## src/verilog/piarb_settings.svh

```systemverilog
// Packet-info arbiter build settings
// Port count and field widths shared by the package and the RTL

`ifndef PIARB_SETTINGS_SVH
`define PIARB_SETTINGS_SVH

// Number of processing-unit ports, one port reader each
`define PIARB_NPORTS 4

// Port id, wide enough to name every port
`define PIARB_ID_NBITS 2

// Buffer pointer into the shared line store
`define PIARB_BPTR_NBITS 4

// Line within a buffer, four lines per buffer
`define PIARB_LSB_NBITS 2

// One hop-info line
`define PIARB_DATA_NBITS 16

`endif

```

## src/verilog/piarb_pkg.sv

```systemverilog
// Packet-info arbiter types
// Field types for descriptors, line requests and stored hop-info lines,
// all sized from the settings header

`include "piarb_settings.svh"

package piarb_pkg;

	// Source or destination processing unit
	typedef logic [`PIARB_ID_NBITS-1:0] port_id_t;

	// Buffer in the shared store
	typedef logic [`PIARB_BPTR_NBITS-1:0] buf_ptr_t;

	// Line inside one buffer
	typedef logic [`PIARB_LSB_NBITS-1:0] line_idx_t;

	// Lines in a packet, 1 to 4, so one bit wider than the index
	typedef logic [`PIARB_LSB_NBITS:0] line_cnt_t;

	// Stored hop-info word, never decoded inside the subsystem
	typedef logic [`PIARB_DATA_NBITS-1:0] hop_word_t;

endpackage

```

## src/verilog/piarb_port_reader.sv

```systemverilog
// Per-port packet reader
// Latches one descriptor and walks its lines from line 0,
// requesting one line at a time and stepping on each grant

`timescale 1ns/1ps

module piarb_port_reader (
	input  logic                 clk,
	input  logic                 rst_n,
	input  logic                 load,
	input  piarb_pkg::port_id_t  desc_dst_port,
	input  piarb_pkg::buf_ptr_t  desc_buf_ptr,
	input  piarb_pkg::line_cnt_t desc_nlines,
	input  logic                 desc_inst,
	input  logic                 line_grant,
	output logic                 busy,
	output logic                 line_req,
	output piarb_pkg::port_id_t  line_dst,
	output piarb_pkg::buf_ptr_t  line_buf_ptr,
	output piarb_pkg::line_idx_t line_idx,
	output logic                 line_sop,
	output logic                 line_eop,
	output logic                 line_inst
);

	logic                 active;
	piarb_pkg::line_cnt_t remain; // Lines still to be granted
	logic                 last;

	assign last = (remain == piarb_pkg::line_cnt_t'(1));

	always_ff @(posedge clk) begin
		if (!rst_n) begin
			active <= 1'b0;
		end else if (load) begin
			active <= 1'b1;
		end else if (line_grant && last) begin
			active <= 1'b0; // Last line taken by the arbiter
		end
	end

	always_ff @(posedge clk) begin
		if (load) begin
			line_dst <= desc_dst_port;
			line_buf_ptr <= desc_buf_ptr;
			line_inst <= desc_inst;
			line_idx <= '0;
			remain <= desc_nlines;
		end else if (line_grant) begin
			line_idx <= line_idx + piarb_pkg::line_idx_t'(1);
			remain <= remain - piarb_pkg::line_cnt_t'(1);
		end
	end

	assign busy = active;
	assign line_req = active;
	assign line_sop = (line_idx == '0);
	assign line_eop = last;

	// Dispatcher waits for idle before loading
	a_no_load_busy: assert property (@(posedge clk) disable iff (!rst_n)
		load |-> !active);

endmodule

```

## config.mk

```make
export PLATFORM = sky130hd
export DESIGN_NAME = piarb_port_reader
export DESIGN_NICKNAME = d
export VERILOG_FILES = /design/src/verilog/piarb_pkg.sv /design/src/verilog/piarb_port_reader.sv
export VERILOG_INCLUDE_DIRS = /design/src /design/src/verilog
export SDC_FILE = /design/constraint.sdc
export NUM_CORES = 1
export LEC_CHECK = 0
export ABC_AREA = 1
export BUFFER_PORTS_ARGS = -buffer_cell sky130_fd_sc_hd__buf_2
export CAP_MARGIN = 20
export CORE_AREA = 10 10 47 49
export CTS_CLUSTER_DIAMETER = 40
export DETAILED_ROUTE_END_ITERATION = 10
export DIE_AREA = 0 0 57 59
export PLACE_DENSITY_LB_ADDON = 0.05
export SLEW_MARGIN = 40
export SYNTH_ARGS = -nofsm -noshare
export SYNTH_HDL_FRONTEND = slang
export SYNTH_SLANG_ARGS = --single-unit
```

## constraint.sdc

```tcl
create_clock -name clk -period 1.2 [get_ports clk]
set_input_delay 0.18 -clock clk [delete_from_list [all_inputs] [get_ports clk]]
set_output_delay 0.18 -clock clk [all_outputs]
set_load 0.02 [all_outputs]
```

==> results.txt <==
status - finished with violations
violated checks - setup timing
RSZ-0062 raised after global routing - yes
top post-synthesis cells by area - edfxtp_1, dfxtp_1, ha_1
Worst setup EP type - output port
worst hold path endpoint - line_dst[0]
Synth async-reset ratio - 0%
Post-Syn Area - 522 um2
initial antenna violation count - 0
power density cells - 1400 mW/mm2
crit path max-delay cell type - edfxtp_1
Num CTS Buffers - 3
kind of critical path - reg2out
fillers - 151
gr usage total - 7.59%
Max FO, Critical Path - 2
area leader, netlist - edfxtp_1
io pins - 27
Rows - 14
IO buf count - 26
Final Net Count - 93
# setup viols final - 3
wire length per cell - 13.4 um
final period utilization - 110%
Reg-to-Reg Start - remain[0]
Internal - 0.754 mW
Tmin final - 1.32 ns
Die Span X - 57 um
cell mode on critical path - inv_2
Seq/Total Area, Yosys - 69.1%
post-route clock skew - 0.000450 ns
Worst EP arrival - 1.14 ns
crit path cell chain - inv_2 -> ha_4 -> inv_2 -> nor2_1 -> buf_4
Least-Margin Pin Slew - 0.258 ns
GRT met1 Usage - 7.31%
Max-slew headroom - 82.8%
core area - 0.00140 mm2
top-area cell type share of the netlist area - 57.6%
CTS Buffer Depth - 2
logic gate share of total power - 20.8%
Die Y - 59 um
Starting Density - 37.2%
most common cell in the synthesized netlist - edfxtp_1
largest net degree at the start of global routing - 14
n_diodes - 0
layout cell share with drive strength beyond 1 - 56.0%
Max-Cap Viols - 0
vias in the first global route - 416
EDFF count, synth - 10
Avg Cell Area, Syn - 12.1 um2
setup ws final - -0.123 ns
Reg-to-Reg End - remain[2]
grt met2 use - 11.6%
hold path start - desc_dst_port[0]
VDD IR-drop max - 0.000570 V
Hold Crit Depth - 1
Top FF cell, synth - edfxtp_1
GR Layer Usage met3 - 5.15%
Sw Share - 27.6%
DP Area - 664 um2
leakage power - 0.354 nW
DP HPWL - 917 um
post-synth cell types - 14
Syn Nets - 60
gr busiest metal - met2
Final ANT Viol Nets - 0
area grow syn2layout - 42.7%
Post-Layout Inst Area - 744 um2
post-cts hold buffer count - 0
CTS tree - done
flop2flop setup slack - -0.11 ns
clock group share of total power - 26.4%
DR vias/cell - 4.44
register bit count reported by yosys - 13
DR pass1 iterations - 4
Reg clk slew, reported paths - 0.08 ns
Max Slew Vio Count - 0
Worst EP required - 1.02 ns
final hold vios - 0
cells after synthesis - 43
H-tree levels - 1
Net Sw Power - 0.288 mW
total global routing overflow - 0
CTS sink cnt - 13
clk root buf - clkbuf_4
f_max - 756 MHz
top post-synthesis cells by count - edfxtp_1, inv_1, nand2_1
total power - 1.04 mW
global-route wire length before repair - 1940 um
Hold/Removal Path Class - in2reg
drt drc - 0
initial drt markers - 8
Die Area - 0.00336 mm2
total number of vias - 404
CP startpoint kind - flip-flop
final WL - 1220 um
clk_lat worst skew - 0.28 ns
Syn. warnings - 0
sequential share of power - 52.7%
Worst path max stage delay - 0.38 ns
routability cong. - 0.693
Worst R2R Path Depth - 7
-- critical path: cells and delay by family, from the launching register on --
kind,cells,cell delay [ns]
fa+ha+maj,1,0.15
buf+inv,3,0.27
flops,1,0.38
simple gates,1,0.07
-- cell usage in the layout (no fill, tap or decap) --
| cell type | instances |
|---|---|
| a21oi_1 | 2 |
| a21oi_2 | 1 |
| buf_2 | 24 |
| buf_4 | 3 |
| buf_6 | 2 |
| clkbuf_1 | 1 |
| clkbuf_4 | 3 |
| dfxtp_1 | 2 |
| dfxtp_2 | 1 |
| edfxtp_1 | 10 |
| ha_2 | 2 |
| ha_4 | 1 |
| inv_1 | 4 |
| inv_2 | 5 |
| nand2_1 | 7 |
| nand3_1 | 1 |
| nor2_1 | 1 |
| o21ai_0 | 1 |
| o21ai_1 | 3 |
| xor2_1 | 1 |
-- layout make-up --
class                      instances  area [um2]  share of cell area [%]
inverter                           9        33.8                    4.54
timing repair buffer              29         165                    22.2
tap                               16        20.0                    2.69
sequential                        13         362                    48.6
multi-input combinational         20         138                    18.5
clock buffer                       4        26.3                    3.53
-- sequential cells by signal, indices dropped and copies added, names as in the netlist --
| signal | count |
|---|---|
| busy | 1 |
| line_buf_ptr | 4 |
| line_dst | 2 |
| line_idx | 2 |
| line_inst | 1 |
| remain | 3 |
-- power groups by stage --
| stage | Combinational [mW] | Sequential [mW] | Clock (mW) |
|---|---|---|---|
| after floorplan | 0.0724 | 0.592 | 0 |
| after global placement | 0.177 | 0.557 | 0 |
| after detailed placement | 0.178 | 0.558 | 0 |
| after CTS | 0.199 | 0.549 | 0.283 |
| after global routing | 0.241 | 0.555 | 0.309 |
| final | 0.217 | 0.549 | 0.275 |
-- stage by stage --
step | setup TNS (ns) | setup WS, ns | instances | util [%] | hold slack [ns]
after floorplan | 0 | 0.120 | 43 | - | 0.279
after global placement | 0 | 0.107 | 84 | 47.4 | 0.357
after detailed placement | 0 | 0.0919 | 84 | 47.4 | 0.359
after CTS | -0.141 | -0.113 | 90 | 51.5 | 0.0662
after global routing | -0.504 | -0.225 | 91 | 53.1 | 0.0516
final | -0.279 | -0.123 | 91 | 53.1 | 0.0716
-- cell families (layout without fill, tap and decap cells) --
logic type / count (synthesis) / count (layout) / synth area share [%]
and+or+nand+nor: 9 / 9 / 6.71
buffers and inverters: 10 / 42 / 7.91
adders and majority gates: 3 / 3 / 7.20
DFF: 13 / 13 / 69.1
AOI/OAI and AO/OA: 7 / 7 / 7.43
xor gates and xnor gates: 1 / 1 / 1.68
-- metal layers --
| layer | vias up | routed length, um |
|---|---|---|
| met5 | - | 0 |
| met4 | 0 | 36 |
| met3 | 5 | 165 |
| met2 | 19 | 546 |
| met1 | 174 | 471 |
| li1 | 206 | - |
-- worst max path at each step --
stage                   to  slack, ns  depth (start not counted)   startpoint
6_report          line_eop      -0.12                          5    remain[1]
5_1_grt           line_eop      -0.23                          5    remain[1]
4_1_cts           line_eop      -0.11                          5    remain[1]
3_5_place_dp     remain[2]       0.09                          5    remain[0]
3_3_place_gp     remain[2]       0.11                          5    remain[0]
2_1_floorplan  line_idx[1]       0.12                          4  line_idx[0]
-- timing repair --
action	in CTS	in global routing
setup buffers	2	1
endpoints found under the setup margin	2	4
pin swaps	1	2
gates resized for setup	6	8
hold endpoints to repair	0	0
Power figures use the tool's default switching activity.
