**src/verilog/piarb_settings.svh**
```systemverilog
// Packet-info arbiter build settings
// Port count and field widths shared by the package and the RTL

`ifndef PIARB_SETTINGS_SVH
`define PIARB_SETTINGS_SVH

// Number of processing-unit ports, one port reader each
`define PIARB_NPORTS 4

// Port id, wide enough to name every port
`define PIARB_ID_NBITS 2

// Buffer pointer into the shared line store
`define PIARB_BPTR_NBITS 4

// Line within a buffer, four lines per buffer
`define PIARB_LSB_NBITS 2

// One hop-info line
`define PIARB_DATA_NBITS 16

`endif

```
**src/verilog/piarb_pkg.sv**
```systemverilog
// Packet-info arbiter types
// Field types for descriptors, line requests and stored hop-info lines,
// all sized from the settings header

`include "piarb_settings.svh"

package piarb_pkg;

	// Source or destination processing unit
	typedef logic [`PIARB_ID_NBITS-1:0] port_id_t;

	// Buffer in the shared store
	typedef logic [`PIARB_BPTR_NBITS-1:0] buf_ptr_t;

	// Line inside one buffer
	typedef logic [`PIARB_LSB_NBITS-1:0] line_idx_t;

	// Lines in a packet, 1 to 4, so one bit wider than the index
	typedef logic [`PIARB_LSB_NBITS:0] line_cnt_t;

	// Stored hop-info word, never decoded inside the subsystem
	typedef logic [`PIARB_DATA_NBITS-1:0] hop_word_t;

endpackage

```
**src/verilog/piarb_shared_memory.sv**
```systemverilog
// Shared hop-info line store
// Registers writes into the RAM, pipelines read requests two stages,
// returns each line tagged for its destination and flags buffer release
// on the end of a packet or on the last line of a buffer

`timescale 1ns/1ps
`include "piarb_settings.svh"

module piarb_shared_memory (
	input  logic                 clk,
	input  logic                 rst_n,

	input  logic                 write_data_valid,
	input  piarb_pkg::buf_ptr_t  write_buf_ptr,
	input  piarb_pkg::line_idx_t write_buf_ptr_lsb,
	input  piarb_pkg::hop_word_t write_data,

	input  logic                 data_req,
	input  piarb_pkg::port_id_t  data_req_src_port_id,
	input  piarb_pkg::port_id_t  data_req_dst_port_id,
	input  logic                 data_req_sop,
	input  logic                 data_req_eop,
	input  piarb_pkg::buf_ptr_t  data_req_buf_ptr,
	input  piarb_pkg::line_idx_t data_req_buf_ptr_lsb,
	input  logic                 data_req_inst,

	output logic                 rel_buf_valid,
	output piarb_pkg::port_id_t  rel_buf_port_id,
	output piarb_pkg::buf_ptr_t  rel_buf_ptr,

	output logic                 data_ack_valid,
	output piarb_pkg::port_id_t  data_ack_port_id,
	output logic                 data_ack_sop,
	output logic                 data_ack_eop,
	output logic                 data_ack_inst,
	output piarb_pkg::hop_word_t data_ack_data
);

	// Stage 1 of the request pipeline addresses the RAM
	logic                 req_d1;
	piarb_pkg::port_id_t  src_d1;
	piarb_pkg::port_id_t  dst_d1;
	logic                 sop_d1;
	logic                 eop_d1;
	logic                 inst_d1;
	piarb_pkg::buf_ptr_t  ptr_d1;
	piarb_pkg::line_idx_t lsb_d1;

	// Stage 2 waits for the registered read
	logic                 req_d2;
	piarb_pkg::port_id_t  dst_d2;
	logic                 sop_d2;
	logic                 eop_d2;
	logic                 inst_d2;

	logic                 wr_d1;
	piarb_pkg::buf_ptr_t  wr_ptr_d1;
	piarb_pkg::line_idx_t wr_lsb_d1;
	piarb_pkg::hop_word_t wr_data_d1;
	piarb_pkg::hop_word_t ram_dout;

	always_ff @(posedge clk) begin
		if (!rst_n) begin
			req_d1 <= 1'b0;
			req_d2 <= 1'b0;
			wr_d1 <= 1'b0;
			rel_buf_valid <= 1'b0;
			data_ack_valid <= 1'b0;
		end else begin
			req_d1 <= data_req;
			req_d2 <= req_d1;
			wr_d1 <= write_data_valid;
			rel_buf_valid <= req_d1 & (eop_d1 | (&lsb_d1)); // Packet end or buffer full
			data_ack_valid <= req_d2;
		end
	end

	always_ff @(posedge clk) begin
		src_d1 <= data_req_src_port_id;
		dst_d1 <= data_req_dst_port_id;
		sop_d1 <= data_req_sop;
		eop_d1 <= data_req_eop;
		inst_d1 <= data_req_inst;
		ptr_d1 <= data_req_buf_ptr;
		lsb_d1 <= data_req_buf_ptr_lsb;
		dst_d2 <= dst_d1;
		sop_d2 <= sop_d1;
		eop_d2 <= eop_d1;
		inst_d2 <= inst_d1;
		wr_ptr_d1 <= write_buf_ptr;
		wr_lsb_d1 <= write_buf_ptr_lsb;
		wr_data_d1 <= write_data;
		rel_buf_port_id <= src_d1; // Release goes back to the reading port
		rel_buf_ptr <= ptr_d1;
		data_ack_port_id <= dst_d2;
		data_ack_sop <= sop_d2;
		data_ack_eop <= eop_d2;
		data_ack_inst <= inst_d2;
		data_ack_data <= ram_dout;
	end

	ram_1r1w #(
		.DATA_NBITS(`PIARB_DATA_NBITS),
		.ADDR_NBITS(`PIARB_BPTR_NBITS + `PIARB_LSB_NBITS)
	) i_ram (
		.clk(clk),
		.wr(wr_d1),
		.waddr({wr_ptr_d1, wr_lsb_d1}),
		.raddr({ptr_d1, lsb_d1}),
		.din(wr_data_d1),
		.dout(ram_dout)
	);

endmodule

```
**src/verilog/ram_1r1w.sv**
```systemverilog
// Simple dual-port RAM
// One write port and one read port on the same clock,
// read data is registered and shows one cycle after raddr

`timescale 1ns/1ps

module ram_1r1w #(
	parameter int DATA_NBITS = 16,
	parameter int ADDR_NBITS = 6
) (
	input  logic                  clk,
	input  logic                  wr,
	input  logic [ADDR_NBITS-1:0] waddr,
	input  logic [ADDR_NBITS-1:0] raddr,
	input  logic [DATA_NBITS-1:0] din,
	output logic [DATA_NBITS-1:0] dout
);

	logic [DATA_NBITS-1:0] mem [2**ADDR_NBITS];

	always_ff @(posedge clk) begin
		if (wr) begin
			mem[waddr] <= din;
		end
		dout <= mem[raddr]; // Old data on a same-cycle collision
	end

endmodule
```
**config.mk**
```make
export PLATFORM = sky130hd
export DESIGN_NAME = piarb_shared_memory
export DESIGN_NICKNAME = d
export VERILOG_FILES = /design/src/verilog/piarb_pkg.sv /design/src/verilog/piarb_shared_memory.sv /design/src/verilog/ram_1r1w.sv
export VERILOG_INCLUDE_DIRS = /design/src /design/src/verilog
export SDC_FILE = /design/constraint.sdc
export NUM_CORES = 1
export LEC_CHECK = 0
export BUFFER_PORTS_ARGS = -buffer_cell sky130_fd_sc_hd__buf_2
export CAP_MARGIN = 25
export CORE_ASPECT_RATIO = 0.8
export CORE_MARGIN = 1.5
export CORE_UTILIZATION = 67
export CTS_CLUSTER_DIAMETER = 30
export DETAILED_ROUTE_END_ITERATION = 6
export PLACE_DENSITY_LB_ADDON = 0.15
export RECOVER_POWER = 50
export SKIP_LAST_GASP = 1
export SYNTH_ARGS = -nofsm -noshare
export SYNTH_HDL_FRONTEND = slang
export SYNTH_SLANG_ARGS = --single-unit
```
**constraint.sdc**
```tcl
create_clock -name clk -period 6.1 [get_ports clk]
set_clock_uncertainty 0.15 [all_clocks]
set_input_delay 0.61 -clock clk [delete_from_list [all_inputs] [get_ports clk]]
set_output_delay 0.61 -clock clk [all_outputs]
set_load 0.005 [all_outputs]
```
==> qor.yml <==
cp-end-kind: "register"
path_max_fanout: 41
critPathLaunch: "ptr_d1[0]"
synth-seq-cells: 1112
core_area_sq_mm: 0.0601
slew_headroom_pct: -117
crit_type: "register to register"
dp_hpwl_microns: 54800
firstDrtPassIters: 5
initial_core_util_pct: 68.3
root_buffer: "clkbuf_16"
die_x_microns: 280
vias: 21183
final_common_cell: "edfxtp_1"
place_congestion: 0.826
period_needed_ps: 4430
clk_pin_slew_ps: 60
mostFrequentLayoutCells: "1024 x edfxtp_1, 250 x mux4_2, 153 x clkbuf_16, 83 x dfxtp_1, 81 x o22ai_1"
cts_max_level: 4
grt_pass1_wl_microns: 149000
cp-start-kind: "register"
hold_viol: 0
die_y_microns: 224
grt_pass1_vias: 21378
synth_warnings: 0
insertion_delay_ps: 730
r2r_start: "ptr_d1[0]"
clock_path_buffers: 3
synth_edf_count: 1024
postCtsSetupBuffers: 0
leakagePower_nw: 15.6
cp_data_required_time_ps: 6550
cts.sinks: 1112
seq_area_frac_synth_pct: 79.3
finalCritPeriodShare_pct: 72.6
tritoncts: "yes"
synth_async_sr_flop_share_pct: 0
setup_viol: 0
synth_ff_type: "edfxtp_1"
status: "finished with violations"
wirelength_microns: 103000
drc: 0
grt_max_degree: 91
ir_drop_uv: 330
placedCellCount: 2712
portBuffers: 67
synth_area_sq_mm: 0.0410
viasPerCell: 7.01
overflow: 0
num_rows: 80
worstHoldStart: "inst_d2"
violations: "max-capacitance violations, max-slew violations"
grt_usage_pct: 34.0
slew_viol_final: 917
ys_types: 41
holdCritPathClass: "register to register"
antenna_found_initial: 2
syn_area_per_cell_sq_um: 21.9
fp.dieArea_sq_mm: 0.0627
cellPowerDensity_mw_per_mm2: 371
cap_viol_max_count: 19
rsz0062_at_grt: "false"
postSynthCellCount: 1871
cp_data_arrival_time_ps: 4880
fmax_mhz: 226
cts_resized: 0
wl_per_cell_microns: 34.1
worst_pin_slew_ps: 3250
final.setup.tns_ps: 0
syn_to_final_growth_pct: 16.6
fin_nets: 2162
fin_cells: 3022
boundaryPins: 68
synth_nets: 1910
drtIter0Drc: 2970
ant_nets: 0
numCtsBuffers: 146
final_layout_size_suffix_gt1_share_pct: 28.6
-- cell families (layout without fill, tap and decap cells) --
| kind of cell | count (synthesis) | in the layout | synth area share, % |
|---|---|---|---|
| mux | 264 | 264 | 14.1 |
| other cells | 0 | 2 | 0 |
| compound gates | 126 | 126 | 2.13 |
| simple gates | 269 | 269 | 3.03 |
| buf+inv | 100 | 470 | 1.46 |
| flops | 1112 | 1112 | 79.3 |
-- cells in the mapped netlist, types with 2 or more instances --
cell type	instances	area share (%)
nor2_1	77	0.71
nand3b_1	7	0.13
edfxtp_1	1024	75
buf_2	27	0.33
buf_6	16	0.44
dfxtp_1	88	4.3
nand4_1	4	0.061
and2_1	5	0.076
nor3_1	6	0.073
a2bb2oi_1	13	0.28
clkbuf_1	34	0.31
nor4_1	13	0.20
a2111oi_2	3	0.11
nand2_1	78	0.71
a21oi_1	6	0.073
a221oi_1	3	0.064
nand2b_1	5	0.076
o221ai_1	3	0.064
a22oi_1	3	0.055
o211a_1	2	0.049
o21ai_0	4	0.049
buf_4	15	0.27
o21a_1	2	0.037
mux4_2	250	14
mux2i_1	14	0.34
or3_1	13	0.20
o22ai_1	81	1.2
nor2b_1	9	0.14
nand3_1	48	0.59
buf_1	5	0.046
o211ai_1	3	0.055
-- critical path: stages (launching register included) --
cell and delay [ps]:
dfxtp_1 1710, buf_4 550, nand3_1 610, o22ai_1 810, nor4_1 120, buf_4 180
a2bb2oi_1 120
-- routing by layer --
| metal | up-vias | track usage [%] | share of wire (%) |
|---|---|---|---|
| met4 | 0 | 13.1 | 3.5 |
| met5 | - | 0 | 0 |
| met2 | 1681 | 51.7 | 48 |
| met1 | 10879 | 49.5 | 37 |
| met3 | 262 | 7.58 | 12 |
| li1 | 8361 | - | - |
-- final timing paths --
path	depth (start not counted)	slack (ps)	endpoint
hold reg to reg	0	170	data_ack_inst
hold / removal	0	170	data_ack_inst
setup reg to reg	6	1670	i_ram.dout[1]
setup / recovery	6	1670	i_ram.dout[1]
-- per-stage QoR --
step / util (%) / worst slack (ps) / hold slack, ps / cell area, sq um / power, W
2_1_floorplan: - / 3640 / 160 / 41000 / 0.00901
3_3_place_gp: 70.7 / 2610 / 160 / 42400 / 0.00926
3_5_place_dp: 71.0 / 2730 / 164 / 42700 / 0.00929
4_1_cts: 79.9 / 2670 / 177 / 48000 / 0.0178
5_1_grt: 79.6 / 1590 / 180 / 47800 / 0.0181
6_report: 79.6 / 1670 / 175 / 47800 / 0.0177
-- cell type report --
class,instances,area (sq um)
Multi-Input combinational cell,659,7910
Timing Repair Buffer,202,1460
Inverter,2,7.51
Clock buffer,175,3990
Clock inverter,91,930
Tap cell,779,975
Sequential cell,1112,32500
Antenna cell,2,5.00
Fill cell,2852,12300
-- state kept, by name, indices dropped and copies added, names as in the netlist, 4 cells and up --
register,cells
ptr_d1,4
i_ram.dout,16
i_ram.mem,1024
rel_buf_ptr,4
wr_data_d1,16
data_ack_data,16
wr_ptr_d1,4
-- what timing repair did --
item,4_1_cts,5_1_grt
hold buffers,40,0
endpoints found under the hold margin,39,0
endpoints found under the setup margin,0,0
-- power breakdown --
part | internal [W] | switching [W]
Clock | 0.00526 | 0.00328
Sequential | 0.00841 | 0.0000983
Combinational | 0.000262 | 0.000405
Power figures use the tool's default switching activity.
