[src/verilog/piarb_settings.svh]
// Packet-info arbiter build settings
// Port count and field widths shared by the package and the RTL

`ifndef PIARB_SETTINGS_SVH
`define PIARB_SETTINGS_SVH

// Number of processing-unit ports, one port reader each
`define PIARB_NPORTS 4

// Port id, wide enough to name every port
`define PIARB_ID_NBITS 2

// Buffer pointer into the shared line store
`define PIARB_BPTR_NBITS 4

// Line within a buffer, four lines per buffer
`define PIARB_LSB_NBITS 2

// One hop-info line
`define PIARB_DATA_NBITS 16

`endif

[src/verilog/piarb_pkg.sv]
// Packet-info arbiter types
// Field types for descriptors, line requests and stored hop-info lines,
// all sized from the settings header

`include "piarb_settings.svh"

package piarb_pkg;

	// Source or destination processing unit
	typedef logic [`PIARB_ID_NBITS-1:0] port_id_t;

	// Buffer in the shared store
	typedef logic [`PIARB_BPTR_NBITS-1:0] buf_ptr_t;

	// Line inside one buffer
	typedef logic [`PIARB_LSB_NBITS-1:0] line_idx_t;

	// Lines in a packet, 1 to 4, so one bit wider than the index
	typedef logic [`PIARB_LSB_NBITS:0] line_cnt_t;

	// Stored hop-info word, never decoded inside the subsystem
	typedef logic [`PIARB_DATA_NBITS-1:0] hop_word_t;

endpackage

[src/verilog/piarb_desc_dispatch.sv]
// Descriptor dispatcher
// Four-phase req/ack receiver that hands each descriptor to the
// port reader of its source port once that reader is idle

`timescale 1ns/1ps
`include "piarb_settings.svh"

module piarb_desc_dispatch (
	input  logic                     clk,
	input  logic                     rst_n,
	input  logic                     desc_req,
	input  piarb_pkg::port_id_t      desc_src_port,
	input  logic [`PIARB_NPORTS-1:0] reader_busy,
	output logic                     desc_ack,
	output logic [`PIARB_NPORTS-1:0] load
);

	localparam logic [1:0] S_WAIT_REQ = 2'd0;
	localparam logic [1:0] S_ACK      = 2'd1; // Ack rises, load pulses
	localparam logic [1:0] S_WAIT_LOW = 2'd2; // Ack held until req drops

	logic [1:0] state;
	logic       accept;

	// Back-pressure is only a late ack while the target reader is busy
	assign accept = desc_req && !reader_busy[desc_src_port];

	always_ff @(posedge clk) begin
		if (!rst_n) begin
			state <= S_WAIT_REQ;
			load <= '0;
		end else begin
			load <= '0;
			case (state)
				S_WAIT_REQ: begin
					if (accept) begin
						state <= S_ACK;
						load[desc_src_port] <= 1'b1;
					end
				end
				S_ACK, S_WAIT_LOW: begin
					if (!desc_req) begin
						state <= S_WAIT_REQ;
					end else begin
						state <= S_WAIT_LOW;
					end
				end
				default: state <= S_WAIT_REQ;
			endcase
		end
	end

	assign desc_ack = (state != S_WAIT_REQ);

	// At most one reader is loaded per descriptor
	a_load_onehot: assert property (@(posedge clk) disable iff (!rst_n)
		$onehot0(load));

endmodule

[config.mk]
export PLATFORM = sky130hd
export DESIGN_NAME = piarb_desc_dispatch
export DESIGN_NICKNAME = d
export VERILOG_FILES = /design/src/verilog/piarb_pkg.sv /design/src/verilog/piarb_desc_dispatch.sv
export VERILOG_INCLUDE_DIRS = /design/src /design/src/verilog
export SDC_FILE = /design/constraint.sdc
export NUM_CORES = 1
export LEC_CHECK = 0
export BUFFER_PORTS_ARGS = -buffer_cell sky130_fd_sc_hd__buf_2
export CORE_AREA = 2 2 39 41
export DETAILED_ROUTE_END_ITERATION = 12
export DIE_AREA = 0 0 41 43
export PLACE_DENSITY = 0.47
export SYNTH_ARGS = -nofsm -noshare
export SYNTH_HDL_FRONTEND = slang
export SYNTH_SLANG_ARGS = --single-unit
[constraint.sdc]
create_clock -name clk -period 2.3 [get_ports clk]
set_clock_uncertainty 0.2 [all_clocks]
set_input_delay 0 -clock clk [delete_from_list [all_inputs] [get_ports clk]]
set_output_delay 0 -clock clk [all_outputs]
set_load 0.02 [all_outputs]
==> results of run 1 <==
critical path, cell delays in order, from the launching register on:
cell	delay [ns]
sky130_fd_sc_hd__dfxtp_1	0.32
sky130_fd_sc_hd__inv_1	0.05
sky130_fd_sc_hd__ha_1	0.28
sky130_fd_sc_hd__nand3_1	0.07
sky130_fd_sc_hd__dlygate4sd3_1	0.55
sky130_fd_sc_hd__o32ai_1	0.07
sky130_fd_sc_hd__dlygate4sd3_1	0.55
worst max-delay path by stage:
stage,start,end,slack [ns]
floorplan,state[0],state[0],1.15
global placement,state[0],load[2],1.06
detailed placement,state[1],state[1],1.03
CTS,state[0],state[1],0.12
global route,state[0],state[1],0.009
finish,state[0],state[1],0.09
registers in the layout, summed over array words and instances (netlist names):
| signal | flops |
|---|---|
| load | 4 |
| state | 2 |
area by class of cell:
class	instances	area (um2)
fillers	148	898
repair buffers	24	175
multi-input cells	17	133
flip-flops and latches	6	120
clock buffers	3	22.5
well taps	16	20.0
inverters	4	15.0
placed cells by master (no fill, tap or decap):
| cell type | instances |
|---|---|
| sky130_fd_sc_hd__nand2b_1 | 1 |
| sky130_fd_sc_hd__or2_4 | 1 |
| sky130_fd_sc_hd__mux2_4 | 1 |
| sky130_fd_sc_hd__dlygate4sd3_1 | 11 |
| sky130_fd_sc_hd__nand3_1 | 2 |
| sky130_fd_sc_hd__o32ai_1 | 1 |
| sky130_fd_sc_hd__nor4_1 | 1 |
| sky130_fd_sc_hd__nor2_1 | 1 |
| sky130_fd_sc_hd__nor3_2 | 1 |
| sky130_fd_sc_hd__nand2_1 | 2 |
| sky130_fd_sc_hd__inv_1 | 4 |
| sky130_fd_sc_hd__o22ai_1 | 1 |
| sky130_fd_sc_hd__o221a_1 | 1 |
| sky130_fd_sc_hd__clkbuf_4 | 3 |
| sky130_fd_sc_hd__ha_1 | 1 |
| sky130_fd_sc_hd__buf_2 | 13 |
| sky130_fd_sc_hd__mux2_1 | 1 |
| sky130_fd_sc_hd__nor3_1 | 1 |
| sky130_fd_sc_hd__o21ba_2 | 1 |
| sky130_fd_sc_hd__dfxtp_1 | 6 |
logic make-up (layout without fill, tap and decap cells):
kind of cell,Yosys count,in the layout,synth area share
mux,2,2,0.0981
buf+inv,4,31,0.0561
fa+ha+maj,1,1,0.0467
simple gates,10,10,0.215
compound gates,4,4,0.136
flops,6,6,0.449
per-layer routing:
layer,GRT usage,share of wire,up-vias,wire (um)
li1,-,-,149,-
met1,0.0971,0.42,133,268
met2,0.119,0.48,12,311
met3,0.0314,0.054,2,35
met4,0.140,0.042,0,27
met5,0,0,-,0
power by group through the flow:
stage / registers [mW] / clock network [mW] / logic [mW]
detailed placement: 0.111 / 0 / 0.0454
global placement: 0.111 / 0 / 0.0458
floorplan: 0.113 / 0 / 0.0272
CTS: 0.109 / 0.0978 / 0.0557
finish: 0.109 / 0.0954 / 0.0557
global route: 0.109 / 0.109 / 0.0608
stage by stage:
step                utilization  hold slack [ns]
floorplan                     -           -0.130
finish                    0.351            0.111
CTS                       0.351            0.104
detailed placement        0.255          -0.0188
global placement          0.255          -0.0175
global route              0.351            0.135
==> impl_metrics.toml, run 1 <==
[grt]
grt_max_degree = 6
number_of_global_route_vias_before_repair = 257
grt_pass1_wl_um = 1000
global_route.usage.total = 0.0956
grt_antenna_before_repair = 0
sum_of_overflow_across_all_layers_after_global_routing = 0

[setup_path]
path_max_fanout = 2
r2r_end = "state[1]"
critPathRequiredTime_ns = 2.22
timing.rr.start = "state[0]"
critPathLaunchType = "register"
reg2reg_depth = 6
critical_path.endpoint_type = "register"
worst_ep_arrival_time_ns = 2.13
setup.reg_to_reg.worst_slack_ns = 0.09
criticalPathCategory = "reg2reg"

[placement]
total_of_buffers_placed_on_input_and_output_ports = 13
gp_congestion = 0.748
postPlaceCellArea_um2 = 353
place_inst = 56
place.detailed.hpwl_um = 444
detailedPlace.worstSlack_ns = 1.03

[drt]
via_count = 296
detail_route.first_pass.iterations = 4
drt_drc_violations_left = 0
viasPerCell = 4.23
drtAntennaViolNets = 0
routed_wirelength_um = 644
avgRoutedWirePerCell_um = 9.20
detailedRoute.firstIterationViolations = 1

[power]
netSwitchingFraction = 0.243
worst_case_vdd_ir_drop_v = 0.000150
internal_power_mw = 0.197
power.sequential.fraction = 0.420
power.density_mw_per_mm2 = 536
p_switching_mw = 0.0632
pwr-share-clk = 0.366
p_total_mw = 0.260
share_comb_of_total_power = 0.214
total_leakage_power_nw = 0.236

[yosys]
count_leader_synth = "sky130_fd_sc_hd__dfxtp_1"
synth-async-reset-ratio = 0
leading_post_synthesis_cells_by_cell_area = "sky130_fd_sc_hd__dfxtp_1 (45%), sky130_fd_sc_hd__inv_1 (5.6%), sky130_fd_sc_hd__mux2_4 (5.6%), sky130_fd_sc_hd__ha_1 (4.7%), sky130_fd_sc_hd__mux2_1 (4.2%)"
synth_nets = 37
post_synth.cell_area_avg_um2 = 9.92
synth_top_cells_by_count = "sky130_fd_sc_hd__dfxtp_1 (6), sky130_fd_sc_hd__inv_1 (4), sky130_fd_sc_hd__nand2_1 (2), sky130_fd_sc_hd__nand3_1 (2)"
number_of_flops_mapped_to_enable_cells_by_yosys = 0
sequential_share_of_the_synthesized_area = 0.449
yosysTopAreaCell = "sky130_fd_sc_hd__dfxtp_1"
synth.distinct_cells = 17
syn_area_um2 = 268
ys_warn_count = 0
synth_top_area_share = 0.449
synth-main-ff-cell = "sky130_fd_sc_hd__dfxtp_1"
instance_count_of_the_mapped_netlist = 27
synth_seq_cells = 6

[hold_path]
hold_path_end = "state[0]"
hold_path_class = "in2reg"
hold_path_startpoint = "reader_busy[1]"
timing.hold.worst_path_depth = 4

[cts]
cts_htree_levels = 1
clock-sinks = 6
clk_path_buf_depth = 2
post_cts_resized = 0
tritoncts.num_buffers = 3
clock_tree.root_cell = "sky130_fd_sc_hd__clkbuf_4"
clock_tree_from_tritoncts = "yes"
cts-hold-fix-buffers = 11
cts_post_setup_buffers_inserted = 0
path_clk_slew_ns = 0.04
clk-insertion-delay-late_ns = 0.24

[status]
status = "finished clean"

[cells_and_area]
area_growth_syn_to_layout_pct = 81.3
stdcell_count = 70
insertedDiodeCount = 0
drive_above_1_share = 0.370
post-route-cell-area_um2 = 485
nets = 66

[timing]
worst_slew_pin_slew_ns = 0.217
timing.slew.headroom = 0.855
minimum_clock_period_ns = 2.21
fmaxAchievable_ghz = 0.453
setup-tns-final_ns = 0
timing.final.max_slew_violations = 0
timing.final.crit_share = 0.959
rsz0062_at_grt = "false"
report.final.setup_viol = 0
total_count_of_hold_check_failures_in_the_final_report = 0
final.setup.worst_slack_ns = 0.0945

[die]
die_x_um = 41
placement_rows = 14
initial_utilization = 0.193
placeableCoreArea_mm2 = 0.00138
ioPinCount = 14
floorplan.die.height_um = 43
area_of_the_die_mm2 = 0.00176

[run]
max_cap_violations = 0
Power figures use the tool's default switching activity.
==> run 2, diff against run 1 <==
CELL_PAD_IN_SITES_DETAIL_PLACEMENT = 2   (was not set)
CELL_PAD_IN_SITES_GLOBAL_PLACEMENT = 2   (was not set)
PLACE_DENSITY = 0.7   (was 0.47)
clock period = 2.7 ns   (was 2.3 ns; I/O delays follow)
==> run 2 against run 1 <==
Effect of this change: flip-flop and latch count did not move; design area stayed put; maximum frequency is 0.88% lower; count of clock-buffer cells in the layout stayed put; first-iteration DRC count is 100% lower; cell count unchanged; core utilization unchanged; combinational power down 14%; largest power group unchanged; highest routed layer is now met3.
==> impl_metrics.toml, run 2 (synthesized netlist as in run 1, its figures left out) <==
[timing]
report.final.setup_viol = 0
setup-tns-final_ns = 0
fmaxAchievable_ghz = 0.449
total_count_of_hold_check_failures_in_the_final_report = 0
holdWs_ns = 0.119
timing.final.crit_share = 0.824
rsz0062_at_grt = "false"
worst_slew_pin_slew_ns = 0.343
timing.slew.headroom = 0.769
timing.final.max_slew_violations = 0
minimum_clock_period_ns = 2.23

[cts]
post_cts_resized = 0
clock-sinks = 6
path_clk_slew_ns = 0.04
clock_tree_from_tritoncts = "yes"
tritoncts.num_buffers = 3
cts_htree_levels = 1
clk_path_buf_depth = 2
clock_tree.root_cell = "sky130_fd_sc_hd__clkbuf_4"
clk-insertion-delay-late_ns = 0.23

[cells_and_area]
seq_area_um2 = 120
area_growth_syn_to_layout_pct = 81.3
layout_commonest_cell = "sky130_fd_sc_hd__buf_2"
drive_above_1_share = 0.370
nets = 66
max_flop_register = "load"
largest_reg_flops = 4
layout.filler_cells = 160
stdcell_count = 70
insertedDiodeCount = 0
layout_top_registers = "load (4), state (2)"
multi_input_area_um2 = 133
post-route-util = 0.351
layout.cells.most_common_list = "sky130_fd_sc_hd__buf_2 (13), sky130_fd_sc_hd__dlygate4sd3_1 (11), sky130_fd_sc_hd__dfxtp_1 (6)"

[placement]
gp_congestion = 0.719
total_of_buffers_placed_on_input_and_output_ports = 13
place_inst = 56

[setup_path]
setup.reg_to_reg.worst_slack_ns = 0.47
r2r_end = "state[1]"
critical_path.cell_chain = "inv_1, ha_1, nand3_1, dlygate4sd3_1, o32ai_1, dlygate4sd3_1"
worst_path_most_repeated_cell = "sky130_fd_sc_hd__dlygate4sd3_1"
critical_path_buf_inv_count = 3
reg2reg_depth = 6
timing.critical_path.depth = 6
critPathRequiredTime_ns = 2.68
timing.critical_path.slowest_stage_cell = "sky130_fd_sc_hd__dlygate4sd3_1"
crit_family = "buffers and inverters"
timing.rr.start = "state[0]"
critical_path.endpoint_type = "register"
worst_ep_arrival_time_ns = 2.20
path_max_fanout = 2
criticalPathCategory = "reg2reg"
cp-endpoint = "state[1]"
crit_path_max_incr_delay_ns = 0.58
crit_startpoint = "state[0]"
critPathLaunchType = "register"

[grt]
number_of_global_route_vias_before_repair = 309
grt_pass1_wl_um = 1250
grt_antenna_before_repair = 0
grt_max_degree = 6
global_route.usage.total = 0.104
sum_of_overflow_across_all_layers_after_global_routing = 0

[power]
share_comb_of_total_power = 0.219
power.density_mw_per_mm2 = 453
worst_case_vdd_ir_drop_v = 0.000118
p_switching_mw = 0.0520
internal_power_mw = 0.168
netSwitchingFraction = 0.237
p_total_mw = 0.220
total_leakage_power_nw = 0.236
pwr-share-clk = 0.357
power.sequential.fraction = 0.424

[die]
placeableCoreArea_mm2 = 0.00138
placement_rows = 14
ioPinCount = 14
initial_utilization = 0.193
area_of_the_die_mm2 = 0.00176
floorplan.die.height_um = 43
die_x_um = 41

[drt]
detailedRoute.firstIterationViolations = 0
viasPerCell = 4.34
detail_route.first_pass.iterations = 1
routed_wirelength_um = 718
drtAntennaViolNets = 0
drt_drc_violations_left = 0
avgRoutedWirePerCell_um = 10.3
via_count = 304

[run]
max_cap_violations = 0

[hold_path]
hold_path_class = "in2reg"
hold_path_startpoint = "reader_busy[1]"

[status]
status = "finished clean"
==> run 2: cell counts in the layout (fill, tap and decap cells not counted) <==
No cell type changed its count.
==> run 2: repair_timing <==
| action | in CTS | in global routing |
|---|---|---|
| endpoints found under the hold margin | 5 | 0 |
| hold buffers | 11 | 0 |
| setup buffers | 0 | 0 |
==> run 2: worst min path at each step <==
stage          endpoint  slack [ns]  cells past startpoint
4_1_cts        state[0]        0.11                      4
3_3_place_gp    load[2]       -0.02                      2
3_5_place_dp    load[3]       -0.01                      2
5_1_grt        state[0]        0.14                      4
6_report       state[0]        0.12                      4
2_1_floorplan   load[0]       -0.13                      1
==> run 2: final cells by class <==
type	count	share of cell area
Clock buffer	3	0.0464
Inverter	4	0.0309
Tap cell	16	0.0412
Timing Repair Buffer	24	0.361
Sequential cell	6	0.247
Multi-Input combinational cell	17	0.273
==> run 2: tightest hold or removal path, delay by kind of cell <==
kind,cells,cell delay [ns]
compound gates,2,0.29
mux,1,0.14
buf+inv,1,0.07
==> run 2: routing by layer <==
metal | GRT usage | routed length (um)
met1 | 0.131 | 277
met4 | 0.0600 | 0
met3 | 0.0157 | 30
met2 | 0.159 | 410
met5 | 0 | 0
==> run 2: power by group through the flow <==
stage | Sequential [mW] | Combinational [mW] | Clock (mW)
floorplan | 0.0960 | 0.0231 | 0
global route | 0.0933 | 0.0534 | 0.0902
detailed placement | 0.0949 | 0.0396 | 0
finish | 0.0933 | 0.0481 | 0.0785
global placement | 0.0948 | 0.0392 | 0
CTS | 0.0933 | 0.0482 | 0.0831
==> run 2: metrics by stage <==
step / instance area (um2) / worst slack [ns]
final: 485 / 0.475
after detailed placement: 353 / 1.38
after CTS: 485 / 0.498
after global routing: 485 / 0.386
after global placement: 353 / 1.40
after floorplan: 268 / 1.55
==> run 3, diff against run 2 <==
clock period = 2.1 ns   (was 2.7 ns; I/O delays follow)
==> run 3 against run 2 <==
Effect of this change: clock power up 31%; global-route usage up 0.62 points; worst setup slack worse by 0.36 ns; combinational power up 28%; design area down 2.1%; first-iteration DRC count up 1; sequential power up 29%; die area unchanged; total power up 30%; highest routed layer is now met4.
==> impl_metrics.toml, run 3 (synthesized netlist as in run 1, its figures left out) <==
[drt]
drt_drc_violations_left = 0
detailedRoute.firstIterationViolations = 1
via_count = 294
viasPerCell = 4.26
avgRoutedWirePerCell_um = 10.8
drtAntennaViolNets = 0
detail_route.first_pass.iterations = 3
routed_wirelength_um = 744

[cells_and_area]
largest_reg_flops = 4
area_growth_syn_to_layout_pct = 77.6
layout.filler_cells = 152
multi_input_area_um2 = 133
seq_area_um2 = 120
drive_above_1_share = 0.377
post-route-util = 0.344
nets = 65
layout.cells.most_common_list = "sky130_fd_sc_hd__buf_2 (13), sky130_fd_sc_hd__dlygate4sd3_1 (10), sky130_fd_sc_hd__dfxtp_1 (6)"
max_flop_register = "load"
insertedDiodeCount = 0
layout_commonest_cell = "sky130_fd_sc_hd__buf_2"
layout_top_registers = "load (4), state (2)"

[cts]
clock-sinks = 6
post_cts_resized = 0
clk-insertion-delay-late_ns = 0.24
path_clk_slew_ns = 0.04
tritoncts.num_buffers = 3
cts_htree_levels = 1
clk_path_buf_depth = 2
cts-hold-fix-buffers = 10
clock_tree.root_cell = "sky130_fd_sc_hd__clkbuf_4"
cts_post_setup_buffers_inserted = 0
clock_tree_from_tritoncts = "yes"

[grt]
grt_max_degree = 6
global_route.usage.total = 0.111
sum_of_overflow_across_all_layers_after_global_routing = 0
grt_antenna_before_repair = 0
number_of_global_route_vias_before_repair = 306
grt_pass1_wl_um = 1220

[timing]
holdWs_ns = 0.0224
report.final.setup_viol = 0
minimum_clock_period_ns = 1.98
setup-tns-final_ns = 0
worst_slew_pin_slew_ns = 0.242
total_count_of_hold_check_failures_in_the_final_report = 0
timing.final.crit_share = 0.945
final.setup.worst_slack_ns = 0.116
timing.slew.headroom = 0.837
timing.final.max_slew_violations = 0
rsz0062_at_grt = "false"
fmaxAchievable_ghz = 0.504

[power]
power.density_mw_per_mm2 = 600
worst_case_vdd_ir_drop_v = 0.000167
p_total_mw = 0.285
total_leakage_power_nw = 0.230

[setup_path]
worst_ep_arrival_time_ns = 1.97
setup.reg_to_reg.worst_slack_ns = 0.26
path_max_fanout = 5
critPathLaunchType = "input port"
critPathRequiredTime_ns = 2.08
reg2reg_depth = 5
r2r_end = "load[2]"
cp-endpoint = "load[0]"
critical_path.endpoint_type = "register"
criticalPathCategory = "in2reg"
crit_startpoint = "desc_src_port[0]"
timing.rr.start = "state[0]"

[hold_path]
hold_path_class = "in2reg"

[die]
placement_rows = 14
floorplan.die.height_um = 43
die_x_um = 41
ioPinCount = 14
initial_utilization = 0.193
placeableCoreArea_mm2 = 0.00138
area_of_the_die_mm2 = 0.00176

[status]
status = "finished clean"

[placement]
detailedPlace.worstSlack_ns = 0.797
place.detailed.hpwl_um = 505
gp_congestion = 0.717
total_of_buffers_placed_on_input_and_output_ports = 13

[run]
max_cap_violations = 0
-- run 3: worst min-delay path by stage --
stage / start / cells past startpoint / end
2_1_floorplan: desc_src_port[0] / 1 / load[0]
3_3_place_gp: reader_busy[2] / 2 / load[2]
3_5_place_dp: reader_busy[2] / 2 / load[2]
4_1_cts: desc_src_port[1] / 4 / state[1]
5_1_grt: desc_src_port[1] / 4 / state[1]
6_report: desc_src_port[1] / 4 / state[1]
-- run 3: metal layers --
layer	routed length [um]	global-route usage
met5	0	0
met4	19	0.140
met3	33	0
met2	359	0.144
met1	331	0.139
-- run 3: power by group --
group | switching, mW | internal, mW
Clock | 0.0390 | 0.0645
Combinational | 0.0296 | 0.0321
Sequential | 0.00143 | 0.118
-- run 3: layout make-up --
cell class	count	share of cell area
clock buffer	3	0.0474
inverter	4	0.0316
multi-input combinational	17	0.279
sequential	6	0.253
tap	16	0.0421
timing repair buffer	23	0.347
-- run 3: critical path, stage by stage --
cell and delay [ns]:
sky130_fd_sc_hd__dlygate4sd3_1 0.51, sky130_fd_sc_hd__buf_2 0.18, sky130_fd_sc_hd__mux2_4 0.32, sky130_fd_sc_hd__or2_4 0.24
sky130_fd_sc_hd__nor3_2 0.15, sky130_fd_sc_hd__dlygate4sd3_1 0.56
-- run 3: through the flow --
step           instance area [um2]  std cells
2_1_floorplan                  268         27
3_3_place_gp                   353         56
3_5_place_dp                   353         56
4_1_cts                        475         69
5_1_grt                        475         69
6_report                       475         69
